<file path="src/hw/pitaya_sig_pkg.sv">
// Sample, calibration and PDM types shared by the analog data path
package pitaya_sig_pkg;

  // Channel counts
  localparam int unsigned N_CH   = 2;
  localparam int unsigned PDM_CH = 4;

  // Sample format, two's complement
  localparam int unsigned SMP_W = 14;
  typedef logic signed [SMP_W-1:0] sample_t;
  // Converter pin code, inverted offset binary (ADC and DAC alike)
  typedef logic        [SMP_W-1:0] dac_code_t;

  // Saturation limits
  localparam sample_t SMP_MAX = {1'b0, {(SMP_W-1){1'b1}}};
  localparam sample_t SMP_MIN = {1'b1, {(SMP_W-1){1'b0}}};

  // Gain is Q2.14, offset in sample units
  localparam int unsigned CAL_W     = 16;
  localparam int unsigned CAL_SHIFT = 14;
  typedef logic signed [CAL_W-1:0] cal_mul_t;
  typedef logic signed [SMP_W-1:0] cal_sum_t;
  localparam cal_mul_t CAL_UNITY = 16'sd16384;

  // Full product, then shifted product plus offset with one guard bit
  typedef logic signed [SMP_W+CAL_W-1:0]         cal_prd_t;
  typedef logic signed [SMP_W+CAL_W-CAL_SHIFT:0] cal_acc_t;

  // PDM level over a fixed range
  localparam int unsigned PDM_W = 8;
  typedef logic [PDM_W-1:0] pdm_lvl_t;
  localparam pdm_lvl_t PDM_RNG = 8'd255;

  // Pin code to sample: top bit kept, rest inverted
  function automatic sample_t code_to_smp(dac_code_t code);
    return {code[SMP_W-1], ~code[SMP_W-2:0]};
  endfunction

  // Sample to pin code, same bit flip in the other direction
  function automatic dac_code_t smp_to_code(sample_t smp);
    return {smp[SMP_W-1], ~smp[SMP_W-2:0]};
  endfunction

endpackage : pitaya_sig_pkg

</file>
<file path="src/hw/pitaya_regs_pkg.sv">
// Register map, reset values and decoded write word of the configuration block
package pitaya_regs_pkg;

  // Write port geometry
  localparam int unsigned CFG_AW = 3;
  localparam int unsigned CFG_DW = 32;

  // Register addresses
  localparam logic [CFG_AW-1:0] ADDR_LOOP     = 3'd0;  // Loopback select per channel
  localparam logic [CFG_AW-1:0] ADDR_ADC_CAL0 = 3'd1;
  localparam logic [CFG_AW-1:0] ADDR_ADC_CAL1 = 3'd2;
  localparam logic [CFG_AW-1:0] ADDR_DAC_CAL0 = 3'd3;
  localparam logic [CFG_AW-1:0] ADDR_DAC_CAL1 = 3'd4;
  localparam logic [CFG_AW-1:0] ADDR_PDM      = 3'd5;  // Byte n is PDM channel n
  localparam logic [CFG_AW-1:0] ADDR_DEB_LEN  = 3'd6;
  // Address 7 is unmapped

  // Debounce counter
  localparam int unsigned      DEB_W       = 20;
  localparam logic [DEB_W-1:0] DEB_LEN_RST = 20'd62500;  // 0.5 ms at 125 MHz

  // Calibration word layout, gain on top
  typedef struct packed {
    pitaya_sig_pkg::cal_mul_t mul;
    logic [1:0]               rsv;
    pitaya_sig_pkg::cal_sum_t sum;
  } cal_word_t;

  // One write word, three views chosen by address
  typedef union packed {
    cal_word_t                                            cal;
    pitaya_sig_pkg::pdm_lvl_t [pitaya_sig_pkg::PDM_CH-1:0] pdm;
    logic [CFG_DW-1:0]                                     raw;
  } cfg_word_u;

endpackage : pitaya_regs_pkg

</file>
<file path="src/hw/adc_frontend.sv">
// ADC input register, code conversion, digital loopback and calibration per channel
`timescale 1ns/1ps

module adc_frontend (
  input  logic                                                adc_clk,
  input  logic                                                top_rst,
  // Converter pins
  input  pitaya_sig_pkg::dac_code_t [pitaya_sig_pkg::N_CH-1:0] adc_dat_i,
  // Loopback
  input  logic [pitaya_sig_pkg::N_CH-1:0]                     loop_sel_i,
  input  pitaya_sig_pkg::sample_t [pitaya_sig_pkg::N_CH-1:0]  dac_smp_i,
  // Calibration
  input  pitaya_sig_pkg::cal_mul_t [pitaya_sig_pkg::N_CH-1:0] mul_i,
  input  pitaya_sig_pkg::cal_sum_t [pitaya_sig_pkg::N_CH-1:0] sum_i,
  // Calibrated samples
  output pitaya_sig_pkg::sample_t [pitaya_sig_pkg::N_CH-1:0]  adc_smp_o
);

  import pitaya_sig_pkg::*;

  sample_t [N_CH-1:0] raw_q;   // Converted input sample
  sample_t [N_CH-1:0] cal_in;  // After loopback mux

  // Input register, should map to IO block flops
  always_ff @(posedge adc_clk, posedge top_rst) begin
    if (top_rst) begin
      raw_q <= '0;
    end else begin
      for (int ch = 0; ch < N_CH; ch++) begin
        raw_q[ch] <= code_to_smp(adc_dat_i[ch]);
      end
    end
  end

  for (genvar ch = 0; ch < N_CH; ch++) begin : g_ch

    // Loopback taps the calibrated DAC sample
    assign cal_in[ch] = loop_sel_i[ch] ? dac_smp_i[ch] : raw_q[ch];

    // Gain and offset, 2 cycles
    calib_linear cal_adc (
      .adc_clk (adc_clk),
      .top_rst (top_rst),
      .smp_i   (cal_in[ch]),
      .mul_i   (mul_i[ch]),
      .sum_i   (sum_i[ch]),
      .smp_o   (adc_smp_o[ch])
    );

  end : g_ch

endmodule : adc_frontend

</file>
<file path="src/hw/calib_linear.sv">
// Two-stage gain and offset calibration with saturation to the sample range
`timescale 1ns/1ps

module calib_linear (
  input  logic                     adc_clk,
  input  logic                     top_rst,
  // Sample in
  input  pitaya_sig_pkg::sample_t  smp_i,
  // Calibration
  input  pitaya_sig_pkg::cal_mul_t mul_i,
  input  pitaya_sig_pkg::cal_sum_t sum_i,
  // Sample out, two cycles later
  output pitaya_sig_pkg::sample_t  smp_o
);

  import pitaya_sig_pkg::*;

  cal_prd_t prd_q;  // Full-width product
  cal_sum_t sum_q;  // Offset aligned with its product
  cal_acc_t acc;    // Shifted product plus offset

  ////////////////////////////////////////////////////////////////////////////
  // Stage 1, multiply
  ////////////////////////////////////////////////////////////////////////////

  always_ff @(posedge adc_clk, posedge top_rst) begin
    if (top_rst) begin
      prd_q <= '0;
      sum_q <= '0;
    end else begin
      // Both operands signed, no precision lost
      prd_q <= smp_i * mul_i;
      sum_q <= sum_i;
    end
  end

  ////////////////////////////////////////////////////////////////////////////
  // Stage 2, scale, offset and clip
  ////////////////////////////////////////////////////////////////////////////

  // Shifted product fits in 16 bits, one extra bit for the add
  assign acc = cal_acc_t'(prd_q >>> CAL_SHIFT) + cal_acc_t'(sum_q);

  always_ff @(posedge adc_clk, posedge top_rst) begin
    if (top_rst) begin
      smp_o <= '0;
    end else if (acc > cal_acc_t'(SMP_MAX)) begin
      // Clip high
      smp_o <= SMP_MAX;
    end else if (acc < cal_acc_t'(SMP_MIN)) begin
      // Clip low
      smp_o <= SMP_MIN;
    end else begin
      smp_o <= sample_t'(acc);
    end
  end

endmodule : calib_linear

</file>
<file path="src/hw/cfg_regs.sv">
// Write-only configuration registers for loopback, calibration, PDM and debounce
`timescale 1ns/1ps

module cfg_regs (
  input  logic                                                 adc_clk,
  input  logic                                                 top_rst,
  // Write port
  input  logic                                                 cfg_we_i,
  input  logic [pitaya_regs_pkg::CFG_AW-1:0]                   cfg_addr_i,
  input  pitaya_regs_pkg::cfg_word_u                           cfg_wdata_i,
  // Settings
  output logic [pitaya_sig_pkg::N_CH-1:0]                      loop_sel_o,
  output pitaya_sig_pkg::cal_mul_t [pitaya_sig_pkg::N_CH-1:0]  adc_mul_o,
  output pitaya_sig_pkg::cal_sum_t [pitaya_sig_pkg::N_CH-1:0]  adc_sum_o,
  output pitaya_sig_pkg::cal_mul_t [pitaya_sig_pkg::N_CH-1:0]  dac_mul_o,
  output pitaya_sig_pkg::cal_sum_t [pitaya_sig_pkg::N_CH-1:0]  dac_sum_o,
  output pitaya_sig_pkg::pdm_lvl_t [pitaya_sig_pkg::PDM_CH-1:0] pdm_lvl_o,
  output logic [pitaya_regs_pkg::DEB_W-1:0]                    deb_len_o
);

  import pitaya_sig_pkg::*;
  import pitaya_regs_pkg::*;

  ////////////////////////////////////////////////////////////////////////////
  // Register file
  ////////////////////////////////////////////////////////////////////////////

  always_ff @(posedge adc_clk, posedge top_rst) begin
    if (top_rst) begin
      // Unity gain, no offset, no loopback
      loop_sel_o <= '0;
      for (int ch = 0; ch < N_CH; ch++) begin
        adc_mul_o[ch] <= CAL_UNITY;
        adc_sum_o[ch] <= '0;
        dac_mul_o[ch] <= CAL_UNITY;
        dac_sum_o[ch] <= '0;
      end
      pdm_lvl_o <= '0;
      deb_len_o <= DEB_LEN_RST;
    end else if (cfg_we_i) begin
      // Address picks the view of the write word
      case (cfg_addr_i)
        ADDR_LOOP:     loop_sel_o <= cfg_wdata_i.raw[N_CH-1:0];
        ADDR_ADC_CAL0: begin
          adc_mul_o[0] <= cfg_wdata_i.cal.mul;
          adc_sum_o[0] <= cfg_wdata_i.cal.sum;
        end
        ADDR_ADC_CAL1: begin
          adc_mul_o[1] <= cfg_wdata_i.cal.mul;
          adc_sum_o[1] <= cfg_wdata_i.cal.sum;
        end
        ADDR_DAC_CAL0: begin
          dac_mul_o[0] <= cfg_wdata_i.cal.mul;
          dac_sum_o[0] <= cfg_wdata_i.cal.sum;
        end
        ADDR_DAC_CAL1: begin
          dac_mul_o[1] <= cfg_wdata_i.cal.mul;
          dac_sum_o[1] <= cfg_wdata_i.cal.sum;
        end
        ADDR_PDM:      pdm_lvl_o  <= cfg_wdata_i.pdm;
        ADDR_DEB_LEN:  deb_len_o  <= cfg_wdata_i.raw[DEB_W-1:0];
        // Unmapped address, write dropped
        default: ;
      endcase
    end
  end

endmodule : cfg_regs

</file>
<file path="src/hw/dac_backend.sv">
// DAC calibration, code conversion and output register per channel
`timescale 1ns/1ps

module dac_backend (
  input  logic                                                 adc_clk,
  input  logic                                                 top_rst,
  // Generator samples
  input  pitaya_sig_pkg::sample_t [pitaya_sig_pkg::N_CH-1:0]   gen_smp_i,
  // Calibration
  input  pitaya_sig_pkg::cal_mul_t [pitaya_sig_pkg::N_CH-1:0]  mul_i,
  input  pitaya_sig_pkg::cal_sum_t [pitaya_sig_pkg::N_CH-1:0]  sum_i,
  // Calibrated samples toward ADC loopback
  output pitaya_sig_pkg::sample_t [pitaya_sig_pkg::N_CH-1:0]   dac_smp_o,
  // Converter pins
  output pitaya_sig_pkg::dac_code_t [pitaya_sig_pkg::N_CH-1:0] dac_dat_o
);

  import pitaya_sig_pkg::*;

  for (genvar ch = 0; ch < N_CH; ch++) begin : g_ch
    // Gain and offset, 2 cycles
    calib_linear cal_dac (
      .adc_clk (adc_clk),
      .top_rst (top_rst),
      .smp_i   (gen_smp_i[ch]),
      .mul_i   (mul_i[ch]),
      .sum_i   (sum_i[ch]),
      .smp_o   (dac_smp_o[ch])
    );
  end : g_ch

  // Output register, signed to inverted offset binary
  always_ff @(posedge adc_clk, posedge top_rst) begin
    if (top_rst) begin
      // Mid-scale code
      for (int ch = 0; ch < N_CH; ch++) begin
        dac_dat_o[ch] <= smp_to_code('0);
      end
    end else begin
      for (int ch = 0; ch < N_CH; ch++) begin
        dac_dat_o[ch] <= smp_to_code(dac_smp_o[ch]);
      end
    end
  end

endmodule : dac_backend

</file>
<file path="src/hw/gpio_debounce.sv">
// Input synchronizer and debounce counter with rising and falling edge pulses
`timescale 1ns/1ps

module gpio_debounce (
  input  logic                              adc_clk,
  input  logic                              top_rst,
  // Required stable length in cycles
  input  logic [pitaya_regs_pkg::DEB_W-1:0] len_i,
  // Raw pin
  input  logic                              d_i,
  // One-cycle edge pulses
  output logic                              pos_o,
  output logic                              neg_o
);

  import pitaya_regs_pkg::*;

  logic [1:0]       sync_q;   // Bit 1 is the synchronized input
  logic             stb_q;    // Debounced state
  logic [DEB_W-1:0] cnt_q;    // Cycles the input has differed
  logic [DEB_W:0]   cnt_nxt;  // Spare bit so the max length cannot wrap
  logic             flip;

  assign cnt_nxt = {1'b0, cnt_q} + 1'b1;
  // New level held long enough
  assign flip = (sync_q[1] != stb_q) && (cnt_nxt >= {1'b0, len_i});

  ////////////////////////////////////////////////////////////////////////////
  // Synchronizer and stable state
  ////////////////////////////////////////////////////////////////////////////

  always_ff @(posedge adc_clk, posedge top_rst) begin
    if (top_rst) begin
      sync_q <= '0;
      stb_q  <= 1'b0;
      cnt_q  <= '0;
      pos_o  <= 1'b0;
      neg_o  <= 1'b0;
    end else begin
      sync_q <= {sync_q[0], d_i};
      // Edge direction follows the new level
      pos_o  <= flip &  sync_q[1];
      neg_o  <= flip & ~sync_q[1];
      if (sync_q[1] == stb_q) begin
        // Glitch ended or input settled, restart
        cnt_q <= '0;
      end else if (flip) begin
        stb_q <= sync_q[1];
        cnt_q <= '0;
      end else begin
        cnt_q <= cnt_nxt[DEB_W-1:0];
      end
    end
  end

endmodule : gpio_debounce

</file>
<file path="src/hw/pdm_modulator.sv">
// Four first-order sigma-delta PDM outputs over a fixed range of 255
`timescale 1ns/1ps

module pdm_modulator (
  input  logic                                                  adc_clk,
  input  logic                                                  top_rst,
  // Levels, one per channel
  input  pitaya_sig_pkg::pdm_lvl_t [pitaya_sig_pkg::PDM_CH-1:0] lvl_i,
  // One-bit outputs
  output logic [pitaya_sig_pkg::PDM_CH-1:0]                     pdm_o
);

  import pitaya_sig_pkg::*;

  // Accumulator stays below PDM_RNG, one guard bit for the add
  logic [PDM_CH-1:0][PDM_W:0] acc_q;
  logic [PDM_CH-1:0][PDM_W:0] acc_sum;

  always_comb begin
    for (int ch = 0; ch < PDM_CH; ch++) begin
      acc_sum[ch] = acc_q[ch] + {1'b0, lvl_i[ch]};
    end
  end

  always_ff @(posedge adc_clk, posedge top_rst) begin
    if (top_rst) begin
      acc_q <= '0;
      pdm_o <= '0;
    end else begin
      for (int ch = 0; ch < PDM_CH; ch++) begin
        if (acc_sum[ch] >= {1'b0, PDM_RNG}) begin
          // Overflow, emit a one and keep the residue
          acc_q[ch] <= acc_sum[ch] - {1'b0, PDM_RNG};
          pdm_o[ch] <= 1'b1;
        end else begin
          acc_q[ch] <= acc_sum[ch];
          pdm_o[ch] <= 1'b0;
        end
      end
    end
  end

endmodule : pdm_modulator

</file>
<file path="src/hw/pitaya_analog_top.sv">
// Analog signal path top level with configuration, ADC, DAC, PDM and trigger debounce
`timescale 1ns/1ps

module pitaya_analog_top (
  input  logic                                                 adc_clk,
  input  logic                                                 top_rst,
  // Configuration write port
  input  logic                                                 cfg_we_i,
  input  logic [pitaya_regs_pkg::CFG_AW-1:0]                   cfg_addr_i,
  input  pitaya_regs_pkg::cfg_word_u                           cfg_wdata_i,
  // ADC pins and samples
  input  pitaya_sig_pkg::dac_code_t [pitaya_sig_pkg::N_CH-1:0] adc_dat_i,
  output pitaya_sig_pkg::sample_t [pitaya_sig_pkg::N_CH-1:0]   adc_smp_o,
  // Generator samples and DAC pins
  input  pitaya_sig_pkg::sample_t [pitaya_sig_pkg::N_CH-1:0]   gen_smp_i,
  output pitaya_sig_pkg::dac_code_t [pitaya_sig_pkg::N_CH-1:0] dac_dat_o,
  // PDM analog outputs
  output logic [pitaya_sig_pkg::PDM_CH-1:0]                    pdm_o,
  // Expansion trigger
  input  logic                                                 exp_trg_i,
  output logic                                                 gio_pos_o,
  output logic                                                 gio_neg_o
);

  import pitaya_sig_pkg::*;
  import pitaya_regs_pkg::*;

  logic [N_CH-1:0]      loop_sel;
  cal_mul_t [N_CH-1:0]  adc_mul;
  cal_sum_t [N_CH-1:0]  adc_sum;
  cal_mul_t [N_CH-1:0]  dac_mul;
  cal_sum_t [N_CH-1:0]  dac_sum;
  pdm_lvl_t [PDM_CH-1:0] pdm_lvl;
  logic [DEB_W-1:0]     deb_len;
  sample_t [N_CH-1:0]   dac_smp;  // Calibrated DAC samples for loopback

  ////////////////////////////////////////////////////////////////////////////
  // Configuration
  ////////////////////////////////////////////////////////////////////////////

  cfg_regs cfg_regs (
    .adc_clk     (adc_clk),
    .top_rst     (top_rst),
    .cfg_we_i    (cfg_we_i),
    .cfg_addr_i  (cfg_addr_i),
    .cfg_wdata_i (cfg_wdata_i),
    .loop_sel_o  (loop_sel),
    .adc_mul_o   (adc_mul),
    .adc_sum_o   (adc_sum),
    .dac_mul_o   (dac_mul),
    .dac_sum_o   (dac_sum),
    .pdm_lvl_o   (pdm_lvl),
    .deb_len_o   (deb_len)
  );

  ////////////////////////////////////////////////////////////////////////////
  // Analog data path
  ////////////////////////////////////////////////////////////////////////////

  adc_frontend adc_frontend (
    .adc_clk    (adc_clk),
    .top_rst    (top_rst),
    .adc_dat_i  (adc_dat_i),
    .loop_sel_i (loop_sel),
    .dac_smp_i  (dac_smp),
    .mul_i      (adc_mul),
    .sum_i      (adc_sum),
    .adc_smp_o  (adc_smp_o)
  );

  dac_backend dac_backend (
    .adc_clk   (adc_clk),
    .top_rst   (top_rst),
    .gen_smp_i (gen_smp_i),
    .mul_i     (dac_mul),
    .sum_i     (dac_sum),
    .dac_smp_o (dac_smp),
    .dac_dat_o (dac_dat_o)
  );

  // Slow analog outputs
  pdm_modulator pdm_modulator (
    .adc_clk (adc_clk),
    .top_rst (top_rst),
    .lvl_i   (pdm_lvl),
    .pdm_o   (pdm_o)
  );

  // Expansion connector trigger
  gpio_debounce gpio_debounce (
    .adc_clk (adc_clk),
    .top_rst (top_rst),
    .len_i   (deb_len),
    .d_i     (exp_trg_i),
    .pos_o   (gio_pos_o),
    .neg_o   (gio_neg_o)
  );

endmodule : pitaya_analog_top

</file>
<file path="config.mk">
export PLATFORM = sky130hd
export DESIGN_NAME = pitaya_analog_top
export DESIGN_NICKNAME = d
export VERILOG_FILES = /design/src/hw/pitaya_sig_pkg.sv /design/src/hw/pitaya_regs_pkg.sv /design/src/hw/adc_frontend.sv /design/src/hw/calib_linear.sv /design/src/hw/cfg_regs.sv /design/src/hw/dac_backend.sv /design/src/hw/gpio_debounce.sv /design/src/hw/pdm_modulator.sv /design/src/hw/pitaya_analog_top.sv
export SDC_FILE = /design/constraint.sdc
export NUM_CORES = 2
export LEC_CHECK = 0
export BUFFER_PORTS_ARGS = -buffer_cell sky130_fd_sc_hd__buf_2
export CORE_ASPECT_RATIO = 0.75
export CORE_MARGIN = 1.5
export CORE_UTILIZATION = 30
export DETAILED_ROUTE_END_ITERATION = 16
export GPL_TIMING_DRIVEN = 0
export SLEW_MARGIN = 15
export SYNTH_ARGS = -nofsm -noshare
export SYNTH_HDL_FRONTEND = slang
export SYNTH_SLANG_ARGS = --single-unit
export TNS_END_PERCENT = 30
</file>
<file path="constraint.sdc">
create_clock -name adc_clk -period 15.8 [get_ports adc_clk]
set_clock_uncertainty 0.2 [all_clocks]
set_input_delay 0.79 -clock adc_clk [delete_from_list [all_inputs] [get_ports adc_clk]]
set_output_delay 0.79 -clock adc_clk [all_outputs]
set_load 0.1 [all_outputs]
</file>
==> reports/qor.txt <==
vias in the first global route -> 37900
R2R Path Start -> cfg_regs.loop_sel_o[1]$_DFFE_PP0P_
final setup violation count -> 0
number of I/O pins -> 157
initial antenna violation count -> 23
total CTS buffers -> 56
CTS sink count -> 471
Required @ worst endpoint -> 16.11 ns
min Tclk post-route -> 8.44 ns
FF+latch count, synth -> 471
Die Width -> 488 um
drt via density -> 4.56
clk_lat worst skew -> 0.66 ns
Crit. Startpoint -> cfg_regs.loop_sel_o[1]$_DFFE_PP0P_
H-tree depth -> 2
chip height -> 367 um
top cells by area, synth -> fa_1 33%, dfrtp_1 21%, ha_1 9.4%
cell mode on critical path -> fa_1
Area Overhead vs Synth -> 11.2%
CP delay by family, top -> adder cells
CP peak stage delay -> 0.85 ns
Cells after DPL -> 7673
CTS tree -> built
drt wl/cell -> 18.0 um
HPWL after DPL -> 114 mm
max cap viols -> 0
I/O Buffers -> 156
Yosys top cell area share -> 33.3%
DR iter-0 viols -> 2474
Critical R2R Capture -> adc_frontend.g_ch[1].cal_adc.prd_q[29]$_DFF_PP0_
Layout fillers -> 17700
gr usage total -> 16.0%
Cells after Synth -> 5148
R2R depth -> 22
R2R Setup Slk -> 7.36 ns
grt ovf -> 0
Die ar. -> 0.179 mm^2
outcome -> finished clean
Initial DRT Pass Iterations -> 5
Top FF cell, synth -> dfrtp_1
Synth Area in Adders -> 42.7%
mean area per synthesized cell -> 10.3 um^2
XOR/XNOR share of the synthesized area -> 3.39%
Post-CTS Setup Inserts -> 0
worst slack at placement -> 7.36 ns
Site Rows -> 133
Post-synth EDFFs -> 0
RSZ-0062 raised after global routing -> no
post-CTS sizing -> 0
# hold bufs at CTS -> 3
critical path, cell by cell -> buf_2 > buf_1 > mux2i_1 > clkbuf_1 > nand2b_1 > fa_1 > fa_1 > inv_1 > fa_1 > fa_1 > fa_1 > inv_1 > fa_1 > inv_1 > ha_1 > nand4_1 > or2_2 > a211oi_1 > o211ai_1 > a21oi_1 > a21oi_1 > xnor2_1
first-pass GRT wire length -> 222 mm
CTS Root Cell -> clkbuf_16
max_slew headroom -> 19.7%
Bufs on Longest Clock Path -> 3
crit-path max FO -> 10
Yosys top cell by area -> fa_1
Syn Nets -> 6520
vias post-DR -> 35500
Startpoint Class -> flip-flop
critical path capture point type -> flip-flop
Post-synth ARST share -> 100%
Post-Route Setup TNS -> 0 ns
kind of critical path -> reg2reg
Initial Util -> 30.2%
core area -> 0.175 mm^2
share of cells above drive strength 1 -> 10.2%
Worst Path Buf+Inv -> 6
Final period util -> 53.4%
Layout Cells excl Fill -> 7786
Final Max Tran Viols -> 0
Data arrival, critical path -> 8.75 ns
PnR worst setup slack -> 7.36 ns
Min-Delay Path Class -> in2reg
Post-Route WL -> 140 mm
critical path depth in cells -> 22
post-route cell area -> 0.0589 mm^2
Worst Tran Pin Value -> 1.20 ns
synthesized cell area -> 0.0530 mm^2
combinational family with the most area after synthesis -> adder cells
mux cell area share after synthesis -> 4.39%
antenna-violating nets left -> 0
largest net degree at the start of global routing -> 117
CP endpoint -> adc_frontend.g_ch[1].cal_adc.prd_q[29]$_DFF_PP0_
Fin. Hold Viols -> 0
yosys warns -> 0
CTS clk-pin slew, worst paths -> 0.06 ns
Synth Area in Simple Gates -> 12.4%
Max Clk Rate -> 0.119 GHz
Final #Nets -> 6744
CP max stage cell -> fa_1
Post-DP Area -> 0.0569 mm^2
Yosys cell types -> 93
Final Wtd Congestion -> 0.906
sequential share of the synthesized area -> 22.3%
Synth Area in Compound Gates -> 5.96%
# DRC -> 0
cell usage after synthesis, drive strengths merged (4+ instances only):
cell type  number
xnor2         131
a211oi         24
mux2i          16
nand4          23
a21o           63
o21a           19
nor3           32
nand3          30
dfstp          37
nor3b           4
and2          296
or2            20
fa            880
a2111oi         6
o21ai         120
nor4           11
inv          1087
clkbuf        141
and4            8
dfrtp         434
ha            397
nand2         466
o2111ai         4
and3           24
mux2          192
xor2           74
nand2b         54
a21oi         105
o41ai           5
o211ai         10
o311ai          5
a211o          10
a21boi          4
or4             5
buf            13
o22ai          19
o221ai          4
nor2          123
nor2b         162
a31oi          19
o21bai         15
nor4b           4
or3             8
cell type report:
cell class	instances	area (um^2)	area share, %
Clock buffer	74	1550	2.63
Inverter	1087	4090	6.94
Sequential cell	471	11800	20.1
Tap cell	2362	2960	5.02
Antenna cell	5	12.5	0.0213
Timing Repair Buffer	166	963	1.64
Buffer	154	616	1.05
Clock inverter	31	414	0.704
Multi-Input combinational cell	3436	36400	61.9
state kept, by name, summed over array words and instances (netlist names):
signal / flops
adc_frontend.g_ch.cal_adc.prd_q: 32
adc_frontend.g_ch.cal_adc.smp_o: 28
adc_frontend.g_ch.cal_adc.sum_q: 28
adc_frontend.raw_q: 28
cfg_regs.adc_mul_o: 32
cfg_regs.adc_sum_o: 28
cfg_regs.dac_mul_o: 32
cfg_regs.dac_sum_o: 28
cfg_regs.deb_len_o: 20
cfg_regs.loop_sel_o: 2
cfg_regs.pdm_lvl_o: 32
dac_backend.dac_dat_o: 28
dac_backend.g_ch.cal_dac.prd_q: 32
dac_backend.g_ch.cal_dac.smp_o: 28
dac_backend.g_ch.cal_dac.sum_q: 28
gpio_debounce.cnt_q: 20
gpio_debounce.neg_o: 1
gpio_debounce.pos_o: 1
gpio_debounce.stb_q: 1
gpio_debounce.sync_q: 2
pdm_modulator.acc_q: 36
pdm_modulator.pdm_o: 4
layer usage:
metal  vias to the layer above  share of wire (%)  GRT usage (%)
li1                      16300                  -              -
met5                         -              0.028              0
met2                       966                 43           24.0
met3                       160                7.0           2.89
met1                     18100                 48           23.6
met4                         8                2.6           4.08
kinds of logic after synthesis:
kind of cell,Yosys count
xor+xnor,205
flops,471
buf+inv,1241
mux,208
compound gates,467
simple gates,1279
fa+ha+maj,1277
cell usage in the layout, fill, tap and decap left out, drive strengths merged, types with 20 or more instances in the layout:
cell type  count
a21oi        105
fa           880
nand3         30
xor2          74
or2           20
nand4         23
a211oi        24
nor3          32
mux2         192
nor2         123
xnor2        131
nor2b        162
dfrtp        434
clkbuf       215
o21ai        120
nand2        466
ha           397
and3          24
buf          176
inv         1094
and2         296
dfstp         37
a21o          63
nand2b        54
worst min-delay path by stage:
stage,start,end,slack (ns),cells after the start
CTS,adc_dat_i[27],adc_frontend.raw_q[27]$_DFF_PP0_,0.003,1
global route,adc_dat_i[27],adc_frontend.raw_q[27]$_DFF_PP0_,0.03,1
detailed placement,cfg_regs.dac_sum_o[25]$_DFFE_PP0P_,dac_backend.g_ch[1].cal_dac.sum_q[11]$_DFF_PP0_,0.16,0
global placement,cfg_regs.dac_sum_o[0]$_DFFE_PP0P_,dac_backend.g_ch[0].cal_dac.sum_q[0]$_DFF_PP0_,0.15,0
floorplan,gpio_debounce.sync_q[0]$_DFF_PP0_,gpio_debounce.sync_q[1]$_DFF_PP0_,0.13,0
finish,adc_dat_i[27],adc_frontend.raw_q[27]$_DFF_PP0_,0.06,1
per-stage QoR:
stage | utilization [%] | hold slack (ns)
floorplan | - | 0.131
global placement | 32.4 | 0.154
detailed placement | 32.4 | 0.157
CTS | 33.6 | 0.00309
global route | 33.6 | 0.0276
finish | 33.6 | 0.0628
worst register-to-register path, cell delays in order (launching register included):
cell      delay [ns]
dfrtp_1         0.32
buf_2           0.21
buf_1           0.45
mux2i_1         0.78
clkbuf_1        0.59
nand2b_1        0.26
fa_1            0.47
fa_1            0.85
inv_1           0.21
fa_1            0.53
fa_1            0.52
fa_1            0.49
inv_1           0.05
fa_1            0.49
inv_1           0.05
ha_1            0.32
nand4_1         0.19
or2_2           0.35
a211oi_1        0.33
o211ai_1        0.19
a21oi_1         0.22
a21oi_1         0.11
xnor2_1         0.14
Power is not shown: default switching activity piles up to over one toggle a cycle in this logic, so the estimate is an artifact.
